File: config.mk
export PLATFORM = sky130hd
export DESIGN_NAME = miniSrcTop
export DESIGN_NICKNAME = d
export VERILOG_FILES = /design/src/verilog/srcIsaPkg.sv /design/src/verilog/srcCtrlPkg.sv /design/src/verilog/aluUnit.sv /design/src/verilog/registerFile.sv /design/src/verilog/datapathBus.sv /design/src/verilog/controlSequencer.sv /design/src/verilog/miniSrcTop.sv
export SDC_FILE = /design/constraint.sdc
export NUM_CORES = 2
export LEC_CHECK = 0
export BUFFER_PORTS_ARGS = -buffer_cell sky130_fd_sc_hd__buf_2
export CAP_MARGIN = 15
export CORE_AREA = 2 2 560 284
export CTS_CLUSTER_SIZE = 10
export DETAILED_ROUTE_END_ITERATION = 7
export DIE_AREA = 0 0 562 286
export GPL_TIMING_DRIVEN = 0
export PLACE_DENSITY = 0.48
export SETUP_SLACK_MARGIN = 0.2
export SYNTH_ARGS = -nofsm -noshare
export SYNTH_HDL_FRONTEND = slang
export SYNTH_HIERARCHICAL = 1
export SYNTH_SLANG_ARGS = --single-unit
File: constraint.sdc
create_clock -name clock -period 11.1 [get_ports clock]
set_input_delay 1.665 -clock clock [delete_from_list [all_inputs] [get_ports clock]]
set_output_delay 1.665 -clock clock [all_outputs]
set_load 0.01 [all_outputs]
File: src/verilog/srcIsaPkg.sv
package srcIsaPkg;

    localparam int wordWidth   = 32;          // machine word.
    localparam int numRegs     = 16;          // general purpose registers.
    localparam int regIdxWidth = 4;           // bits per register index.

    // instruction field positions
    localparam int opMsb = 31;                // opcode field.
    localparam int opLsb = 27;
    localparam int raMsb = 26;                // destination / source ra.
    localparam int raLsb = 23;
    localparam int rbMsb = 22;                // base or first operand.
    localparam int rbLsb = 19;
    localparam int rcMsb = 18;                // second operand.
    localparam int rcLsb = 15;
    localparam int cMsb  = 18;                // immediate constant.
    localparam int cLsb  = 0;

    localparam int opWidth = opMsb - opLsb + 1;
    localparam int cWidth  = cMsb - cLsb + 1; // 19 bits, sign-extended.

    typedef logic [wordWidth-1:0]   srcWordT;
    typedef logic [regIdxWidth-1:0] regIdxT;

    // opcodes follow the usual mini src numbering
    typedef enum logic [opWidth-1:0] {
        opLd   = 5'd0,                        // ra <- mem[rb + c].
        opLdi  = 5'd1,                        // ra <- rb + c.
        opSt   = 5'd2,                        // mem[rb + c] <- ra.
        opAdd  = 5'd3,                        // ra <- rb + rc.
        opSub  = 5'd4,                        // ra <- rb - rc.
        opOut  = 5'd23,                       // out port <- ra.
        opNop  = 5'd26,
        opHalt = 5'd27                        // stop fetching.
    } opcodeT;

    typedef enum logic [2:0] {
        aluAdd,                               // a + b.
        aluSub,                               // a - b.
        aluInc,                               // b + 1.
        aluPassB,                             // b.
        aluNop                                // b, nothing meant.
    } aluOpT;

endpackage

File: src/verilog/srcCtrlPkg.sv
package srcCtrlPkg;

    import srcIsaPkg::*;

    // sequencer steps, fetch then execute
    typedef enum logic [3:0] {
        stIdle,                               // just out of reset.
        stT0,                                 // pc to mar, pc + 1 to z.
        stT1,                                 // z to pc, fetch request.
        stFetchWait,                          // wait for ack.
        stFetchRel,                           // wait for ack to drop.
        stT2,                                 // mdr to ir.
        stT3,                                 // first decode step.
        stT4,
        stT5,
        stT6,
        stMemWait,                            // data access, wait for ack.
        stMemRel,                             // data access, wait for release.
        stT7,                                 // ld write back.
        stHalted
    } stepT;

    // one control word per step
    typedef struct packed {
        logic  pcOut;                         // bus sources.
        logic  zLowOut;
        logic  mdrOut;
        logic  cOut;
        logic  rOut;
        logic  baOut;                         // r0 reads as zero.
        logic  incPc;                         // alu forced to increment.
        logic  pcIn;                          // register loads.
        logic  irIn;
        logic  yIn;
        logic  zIn;
        logic  mdrIn;
        logic  marIn;
        logic  rIn;
        logic  outIn;
        logic  gra;                           // register select.
        logic  grb;
        logic  grc;
        logic  memLoad;                       // mdr from memory, not bus.
        aluOpT aluOp;
    } ctrlWordT;

    // memory request port
    typedef struct packed {
        logic    req;                         // four-phase request.
        logic    write;                       // 1 = store.
        srcWordT addr;
        srcWordT wdata;
    } memReqT;

endpackage

File: src/verilog/aluUnit.sv
`timescale 1ns/100ps

module aluUnit
    import srcIsaPkg::*;
(
    input  aluOpT   aluOp,
    input  srcWordT a,
    input  srcWordT b,
    output srcWordT result
);

    always_comb begin
        case (aluOp)
            aluAdd:   result = a + b;                        // wraps mod 2^32.
            aluSub:   result = a - b;
            aluInc:   result = b + srcWordT'(1);             // pc step.
            aluPassB: result = b;
            default:  result = b;                            // nop passes b.
        endcase
    end

endmodule

File: src/verilog/registerFile.sv
`timescale 1ns/100ps

module registerFile
    import srcIsaPkg::*, srcCtrlPkg::*;
(
    input  logic     clock,
    input  logic     rstN,
    input  ctrlWordT ctrl,
    input  srcWordT  ir,
    input  srcWordT  busIn,
    output srcWordT  regOut
);

    srcWordT regs [numRegs];
    regIdxT  sel;

    // gra/grb/grc pick the field from ir
    always_comb begin
        sel = '0;
        if (ctrl.gra) begin
            sel = ir[raMsb:raLsb];
        end else if (ctrl.grb) begin
            sel = ir[rbMsb:rbLsb];
        end else if (ctrl.grc) begin
            sel = ir[rcMsb:rcLsb];
        end
    end

    always_ff @(posedge clock or negedge rstN) begin
        if (!rstN) begin
            for (int i = 0; i < numRegs; i++) begin
                regs[i] <= '0;                               // clean start.
            end
        end else if (ctrl.rIn) begin
            regs[sel] <= busIn;                              // bus to selected reg.
        end
    end

    // base register r0 gives absolute address
    assign regOut = (ctrl.baOut && sel == '0) ? '0 : regs[sel];

endmodule

File: src/verilog/datapathBus.sv
`timescale 1ns/100ps

module datapathBus
    import srcIsaPkg::*, srcCtrlPkg::*;
(
    input  logic     clock,
    input  logic     rstN,
    input  ctrlWordT ctrl,
    input  srcWordT  regOut,
    input  srcWordT  aluResult,
    input  srcWordT  memRdata,
    input  logic     memAck,
    output srcWordT  ir,
    output srcWordT  yOut,
    output srcWordT  bus,
    output srcWordT  marOut,
    output srcWordT  mdrOut,
    output srcWordT  outData,
    output logic     outStrobe
);

    srcWordT pc;
    srcWordT irReg;
    srcWordT y;
    srcWordT z;
    srcWordT mar;
    srcWordT mdr;
    srcWordT outReg;
    srcWordT cExt;
    logic    strobeReg;

    assign cExt = {{(wordWidth - cWidth){irReg[cMsb]}}, irReg[cMsb:cLsb]};  // sign-extend c.

    // one source per step
    always_comb begin
        if (ctrl.pcOut) begin
            bus = pc;
        end else if (ctrl.zLowOut) begin
            bus = z;
        end else if (ctrl.mdrOut) begin
            bus = mdr;
        end else if (ctrl.cOut) begin
            bus = cExt;
        end else if (ctrl.rOut) begin
            bus = regOut;
        end else begin
            bus = '0;                                        // idle bus.
        end
    end

    always_ff @(posedge clock or negedge rstN) begin
        if (!rstN) begin
            pc  <= '0;
            irReg <= '0;
            y   <= '0;
            z   <= '0;
            mar <= '0;
            mdr <= '0;
        end else begin
            if (ctrl.pcIn)  pc    <= bus;
            if (ctrl.irIn)  irReg <= bus;
            if (ctrl.yIn)   y     <= bus;
            if (ctrl.zIn)   z     <= aluResult;              // alu result held in z.
            if (ctrl.marIn) mar   <= bus;
            if (ctrl.memLoad) begin
                if (memAck) mdr <= memRdata;                 // read data with ack.
            end else if (ctrl.mdrIn) begin
                mdr <= bus;
            end
        end
    end

    // output port, strobe one cycle after load
    always_ff @(posedge clock) begin
        if (ctrl.outIn) outReg <= bus;
    end

    always_ff @(posedge clock or negedge rstN) begin
        if (!rstN) begin
            strobeReg <= 1'b0;
        end else begin
            strobeReg <= ctrl.outIn;
        end
    end

    assign ir        = irReg;
    assign yOut      = y;
    assign marOut    = mar;
    assign mdrOut    = mdr;
    assign outData   = outReg;
    assign outStrobe = strobeReg;

endmodule

File: src/verilog/controlSequencer.sv
`timescale 1ns/100ps

module controlSequencer
    import srcIsaPkg::*, srcCtrlPkg::*;
(
    input  logic     clock,
    input  logic     rstN,
    input  opcodeT   opcode,
    input  logic     memAck,
    output ctrlWordT ctrl,
    output logic     memReq,
    output logic     memWrite,
    output logic     halted
);

    stepT     step;
    stepT     stepNext;
    ctrlWordT cw;
    aluOpT    aluSel;

    always_ff @(posedge clock or negedge rstN) begin
        if (!rstN) begin
            step <= stIdle;
        end else begin
            step <= stepNext;
        end
    end

    always_comb begin
        stepNext = step;                                      // hold by default.
        case (step)
            stIdle:      stepNext = stT0;
            stT0:        stepNext = stT1;
            stT1:        stepNext = stFetchWait;
            stFetchWait: if (memAck) stepNext = stFetchRel;   // data taken.
            stFetchRel:  if (!memAck) stepNext = stT2;        // handshake done.
            stT2:        stepNext = stT3;
            stT3: begin
                case (opcode)                                 // ir valid from here.
                    opLd, opLdi, opSt, opAdd, opSub: stepNext = stT4;
                    opHalt:  stepNext = stHalted;
                    default: stepNext = stT0;                 // out and nop end here.
                endcase
            end
            stT4:        stepNext = stT5;
            stT5:        stepNext = (opcode == opLd || opcode == opSt) ? stT6 : stT0;
            stT6:        stepNext = stMemWait;
            stMemWait:   if (memAck) stepNext = stMemRel;
            stMemRel:    if (!memAck) stepNext = (opcode == opLd) ? stT7 : stT0;
            stT7:        stepNext = stT0;
            stHalted:    stepNext = stHalted;                 // only reset leaves.
            default:     stepNext = stIdle;
        endcase
    end

    // control word per step, all zero unless set
    always_comb begin
        cw     = '0;
        aluSel = aluNop;
        case (step)
            stT0: begin
                cw.pcOut = 1'b1;                              // pc onto bus.
                cw.marIn = 1'b1;
                cw.incPc = 1'b1;
                cw.zIn   = 1'b1;                              // z <- pc + 1.
            end
            stT1, stFetchWait: begin
                cw.memLoad = 1'b1;                            // mdr follows memory.
                if (step == stT1) begin
                    cw.zLowOut = 1'b1;
                    cw.pcIn    = 1'b1;                        // pc <- z.
                end
            end
            stT2: begin
                cw.mdrOut = 1'b1;
                cw.irIn   = 1'b1;                             // instruction latched.
            end
            stT3: begin
                cw.rOut = 1'b1;
                if (opcode == opOut) begin
                    cw.gra   = 1'b1;
                    cw.outIn = 1'b1;                          // ra to out port.
                end else begin
                    cw.grb   = 1'b1;
                    cw.yIn   = 1'b1;                          // y <- rb.
                    cw.baOut = (opcode == opLd || opcode == opLdi || opcode == opSt);
                    cw.rOut  = (opcode != opHalt && opcode != opNop);
                    cw.yIn   = cw.rOut;
                    cw.grb   = cw.rOut;
                end
            end
            stT4: begin
                cw.zIn = 1'b1;
                if (opcode == opAdd || opcode == opSub) begin
                    cw.grc = 1'b1;
                    cw.rOut = 1'b1;                           // b operand is rc.
                    aluSel = (opcode == opSub) ? aluSub : aluAdd;
                end else begin
                    cw.cOut = 1'b1;                           // b operand is c.
                    aluSel  = aluAdd;                         // effective address.
                end
            end
            stT5: begin
                cw.zLowOut = 1'b1;
                if (opcode == opLd || opcode == opSt) begin
                    cw.marIn = 1'b1;                          // address to mar.
                end else begin
                    cw.gra = 1'b1;
                    cw.rIn = 1'b1;                            // result to ra.
                end
            end
            stT6: begin
                if (opcode == opSt) begin
                    cw.gra   = 1'b1;
                    cw.rOut  = 1'b1;
                    cw.mdrIn = 1'b1;                          // store data to mdr.
                end else begin
                    cw.memLoad = 1'b1;                        // read request opens.
                end
            end
            stMemWait: cw.memLoad = (opcode == opLd);
            stT7: begin
                cw.mdrOut = 1'b1;
                cw.gra    = 1'b1;
                cw.rIn    = 1'b1;                             // ra <- loaded word.
            end
            default: ;
        endcase
        cw.aluOp = cw.incPc ? aluInc : aluSel;
    end

    assign ctrl     = cw;
    assign memReq   = (step == stT1) || (step == stFetchWait) || (step == stMemWait)
                    || (step == stT6 && opcode == opLd);      // held until ack.
    assign memWrite = (step == stMemWait) && (opcode == opSt);
    assign halted   = (step == stHalted);

endmodule

File: src/verilog/miniSrcTop.sv
`timescale 1ns/100ps

module miniSrcTop
    import srcIsaPkg::*, srcCtrlPkg::*;
(
    input  logic    clock,
    input  logic    rstN,
    output memReqT  memReq,
    input  logic    memAck,
    input  srcWordT memRdata,
    output srcWordT outData,
    output logic    outStrobe,
    output logic    halted
);

    ctrlWordT ctrl;
    opcodeT   opcode;
    srcWordT  ir, yOut, bus, marOut, mdrOut, regOut, aluResult;
    logic     seqReq, seqWrite;

    assign opcode = opcodeT'(ir[opMsb:opLsb]);               // opcode field of ir.
    assign memReq = '{req: seqReq, write: seqWrite, addr: marOut, wdata: mdrOut};

    controlSequencer u_controlSequencer (
        .clock(clock), .rstN(rstN), .opcode(opcode), .memAck(memAck),
        .ctrl(ctrl), .memReq(seqReq), .memWrite(seqWrite), .halted(halted));

    datapathBus u_datapathBus (
        .clock(clock), .rstN(rstN), .ctrl(ctrl), .regOut(regOut),
        .aluResult(aluResult), .memRdata(memRdata), .memAck(memAck),
        .ir(ir), .yOut(yOut), .bus(bus), .marOut(marOut), .mdrOut(mdrOut),
        .outData(outData), .outStrobe(outStrobe));

    registerFile u_registerFile (
        .clock(clock), .rstN(rstN), .ctrl(ctrl), .ir(ir), .busIn(bus), .regOut(regOut));

    aluUnit u_aluUnit (
        .aluOp(ctrl.aluOp), .a(yOut), .b(bus), .result(aluResult));  // y op bus.

endmodule

Word-level counts from Yosys, hierarchy flattened
Index checks and enable logic that the tools add are counted.
{ "word_totals": {"ff_bits": 741, "input_bits": 35, "output_inout_bits": 100, "elab_cells": 141} }
{ "op_classes": {"addsub": 3, "magnitude_cmp": 2, "eq_ne": 28, "muxes": 58, "bitwise_logic": 1, "reduce_logical": 24} }
{ "op_table": {"columns": ["op", "count"], "rows": [
  ["512-bit bitwise mux", 1],
  ["32-bit 2-to-1 mux", 12],
  ["32-bit binary-select mux with 4-bit select", 1],
  ["32-bit demux with 4-bit select", 1],
  ["32-bit one-hot mux with 3 select lines", 1],
  ["4-bit one-hot mux with 13 select lines", 1],
  ["4-bit 2-to-1 mux", 9],
  ["32-bit by 1-bit adder with 32-bit output, second input constant", 1],
  ["32-bit adder", 1],
  ["32-bit subtractor", 1],
  ["4-bit == test, second input constant", 6],
  ["1-bit 2-to-1 mux", 20],
  ["4-bit by 3-bit == test with 1-bit output, second input constant", 4],
  ["5-bit by 2-bit == test with 1-bit output, second input constant", 2],
  ["5-bit == test, second input constant", 2],
  ["2-bit inequality test, second input constant", 5],
  ["5-bit inequality test, second input constant", 2],
  ["3-bit 2-to-1 mux", 3],
  ["4-bit by 2-bit == test with 1-bit output, second input constant", 2],
  ["4-bit zero test", 2],
  ["4-bit one-hot mux with 2 select lines", 1],
  ["2-bit OR reduction", 4],
  ["1-bit logical OR", 7],
  ["1-bit one-hot mux with 2 select lines", 3],
  ["18 further kinds", 24]
]} }

Longest topological paths before layout
{ "depth": {"ltp_word": 19, "ltp_mapped": 32, "ltp_nobuf": 26} }

By module
Netlist, hierarchy kept.
{ "modules_own_cells": {"columns": ["mod", "instances", "cells_per_inst", "area_per_inst_um2", "seq_area_each_um2"], "rows": [
  ["registerFile", 1, 1966, 23974.2, 12812.3],
  ["datapathBus", 1, 794, 9885.7, 5790.6],
  ["aluUnit", 1, 614, 4135.2, 0.0],
  ["controlSequencer", 1, 108, 713.2, 100.1],
  ["miniSrcTop", 1, 2, 15.0, 0.0]
]} }

Worst setup path before layout
OpenSTA, ideal clock, no wires.
{ "synth_path": {"path_type": "reg-to-reg", "startpoint": "register u_controlSequencer.step[0]", "endpoint": "register u_datapathBus.z[30]", "setup_ns": 0.065, "t_arrival_ns": 8.253, "t_required_ns": 11.035, "path_slack_ns": 2.782, "path_stages_with_launch": 29, "n_path_buf": 3, "synth_period_minus_slack_ns": 8.318, "cell_sequence": "dfrtp_1 -> nand2b_1 -> or2_1 -> nor3_1 -> or3_1 -> buf_4 -> nor2b_1 -> a21o_1 -> buf_6 -> clkbuf_1 -> nand2_1 -> a22o_1 -> o22ai_1 -> a211o_1 -> a21oi_1 -> a21oi_2 -> ha_1 -> inv_1 -> fa_1 -> and2b_4 -> o211ai_4 -> a311o_1 -> a31oi_1 -> a31oi_1 -> o31a_1 -> or4_1 -> and3_1 -> o21ai_1 -> mux2_2"} }
{ "synth_rtl": {"columns": ["item", "line", "text"], "rows": [
  ["start: declaration", "controlSequencer.sv:16", "stepT step;"],
  ["start signal: assignment", "controlSequencer.sv:23", "step <= stIdle;"],
  ["start signal: assignment", "controlSequencer.sv:25", "step <= stepNext;"],
  ["end signal: assignment", "datapathBus.sv:63", "if (ctrl.zIn) z <= aluResult;"],
  ["end: declaration", "datapathBus.sv:25", "srcWordT z;"]
]} }

==> impl_metrics.ini <==
[global_routing]
grt_util_all_layers_pct = 17.73
use_met1_pct = 30.41
grt_max_degree = 120
antenna_found_initial = 5
overflow = 0
grt_pass1_vias = 28490
use_met3_pct = 7.935
gr-usage-met2_pct = 18.29
grt_busiest_layer = met1
grt_pass1_wl_um = 208000

[route]
dr.pass1.iters = 6
drc = 0
drt_wl_total_um = 145100
vias_per_cell = 5.145
dr.first_iter.drc_count = 3317
wl_per_cell_um = 24.79
ant_nets = 0
vias = 30120

[clock_network]
post_cts_buffers = 0
cts_buffer_depth = 3
clkSinkCount = 741
clock-root-buffer = clkbuf_16
path_clk_slew_ns = 0.06
hold_buffers = 0
clock_latency_ns = 0.67
cts_buffers = 84
ctsResizeCount = 0
htree_levels = 3
cts_tree = built

[layout]
utilization_pct = 28.67
final_common_cell = dfrtp_1
nFillCells = 16300
drive_gt1_share_pct = 27.83
final_area_um2 = 44790
layout_common_cells = 709 x dfrtp_1, 577 x mux2_2, 394 x a21oi_1
fin_cells = 5855
final_nets = 3827
syn2layout_area_growth_pct = 15.68

[die]
io-pin-count = 135
die_w_um = 562
die-area_um2 = 160700
initial_core_util_pct = 24.79
die_h_um = 286
num_rows = 103
coreArea_um2 = 156200

[placement]
place_area_um2 = 42400
hpwl_um = 113400
gp_congestion = 0.9346
post-place-cells = 5736
portBuffers = 134

[worst_setup_path]
crit_start = u_datapathBus/ir[29]
cpPeakStageDelay_ns = 0.81
rr_startpoint = u_datapathBus/ir[29]
crit_fanout = 16
crit_type = register to register
start_kind = register
critPathTopFamily = compound AO/OA/AOI/OAI gates
crit_arrival_ns = 10.57
critPathBufInv = 5
worstSetupEndpointType = register
crit_slowest_cell = nor2_1
required_ns = 11.64

[sta]
fin_crit_sh_pct = 90.34
fin_setup_tns_ns = 0
setup_viol_count_final = 0
worst_slew_pin_slew_ns = 1.308
slew_viol_final = 0
slew_headroom_pct = 12.78
timing_hold_violations_final = 0
max_freq_mhz = 99.73
fin_worst_skew_ns = 0.02706
rsz0062_at_grt = no
post-route-min-period_ns = 10.03

[job]
cap_violations = 0

[worst_hold_path]
hp-class = register to register
hold_start = u_registerFile/regs[503]

[logic_synthesis]
syn_inst = 3483
synth_area_um2 = 38720
yosys_warnings = 6
syn_avg_cell_area_um2 = 11.12
synth_nets = 3582

[power_and_ir_drop]
p_per_area_nw_per_um2 = 319.2
total_power_mw = 14.29
ir_worst_vdd_mv = 0.1769
p_leak_nw = 20.23

[run_status]
status = completed
==> state kept, by name (all words and copies together), names as in the netlist <==
name and count:
u_datapathBus/outStrobe 1, u_datapathBus/outData 32, u_datapathBus/mdrOut 32, u_datapathBus/pc 32, u_datapathBus/ir 32, u_datapathBus/marOut 32, u_datapathBus/yOut 32, u_datapathBus/z 32
u_controlSequencer/step 4, u_registerFile/regs 512
==> worst register-to-register path, delay by kind of cell, from the launching register on <==
kind                     cells  cell delay [ns]
flip-flops                   1             0.43
AO/OA/AOI/OAI               14             4.79
XOR/XNOR                     1             0.18
AND/OR/NAND/NOR              6             2.14
buffers and inverters        5             1.64
adder cells (fa/ha/maj)      1             0.44
multiplexers                 1             0.27
==> final timing paths <==
path	endpoint	slack [ns]	cells past startpoint
max in group asynchronous	u_datapathBus/marOut[3]	7.36	6
worst min-delay path	u_registerFile/regs[503]	0.48	1
worst max-delay path	u_datapathBus/z[27]	1.07	28
min in group asynchronous	u_datapathBus/marOut[25]	0.78	1
worst min register to register	u_registerFile/regs[503]	0.48	1
worst max register to register	u_datapathBus/z[27]	1.07	28
==> report_power, final <==
part,total (mW),internal (mW),switching [mW]
Sequential,3.61,3.25,0.358
Combinational,8.13,2.67,5.46
Clock,2.55,1.40,1.15
==> through the flow <==
step | hold slack [ns] | setup slack (ns)
floorplan | 0.4492 | 2.782
global placement | 0.4616 | -7.958
detailed placement | 0.4675 | 1.559
CTS | 0.4834 | 1.500
global route | 0.4982 | 0.7507
finish | 0.4838 | 1.072
==> layout make-up <==
type	count	area (µm²)	share of cell area [%]
multi-input cells	2372	18200	40.63
well taps	2100	2628	5.867
plain buffers	292	1538	3.433
diodes	4	10.01	0.02235
inverters	78	292.8	0.6537
repair buffers	159	1127	2.517
flip-flops and latches	741	18700	41.76
clock inverters	6	88.84	0.1983
clock buffers	103	2205	4.922
==> routing by layer <==
layer,up-vias,routed length [µm]
li1,13170,-
met1,15530,79610
met2,1305,45070
met3,116,18670
met4,5,1477
met5,-,310
Power figures use the tool's default switching activity.
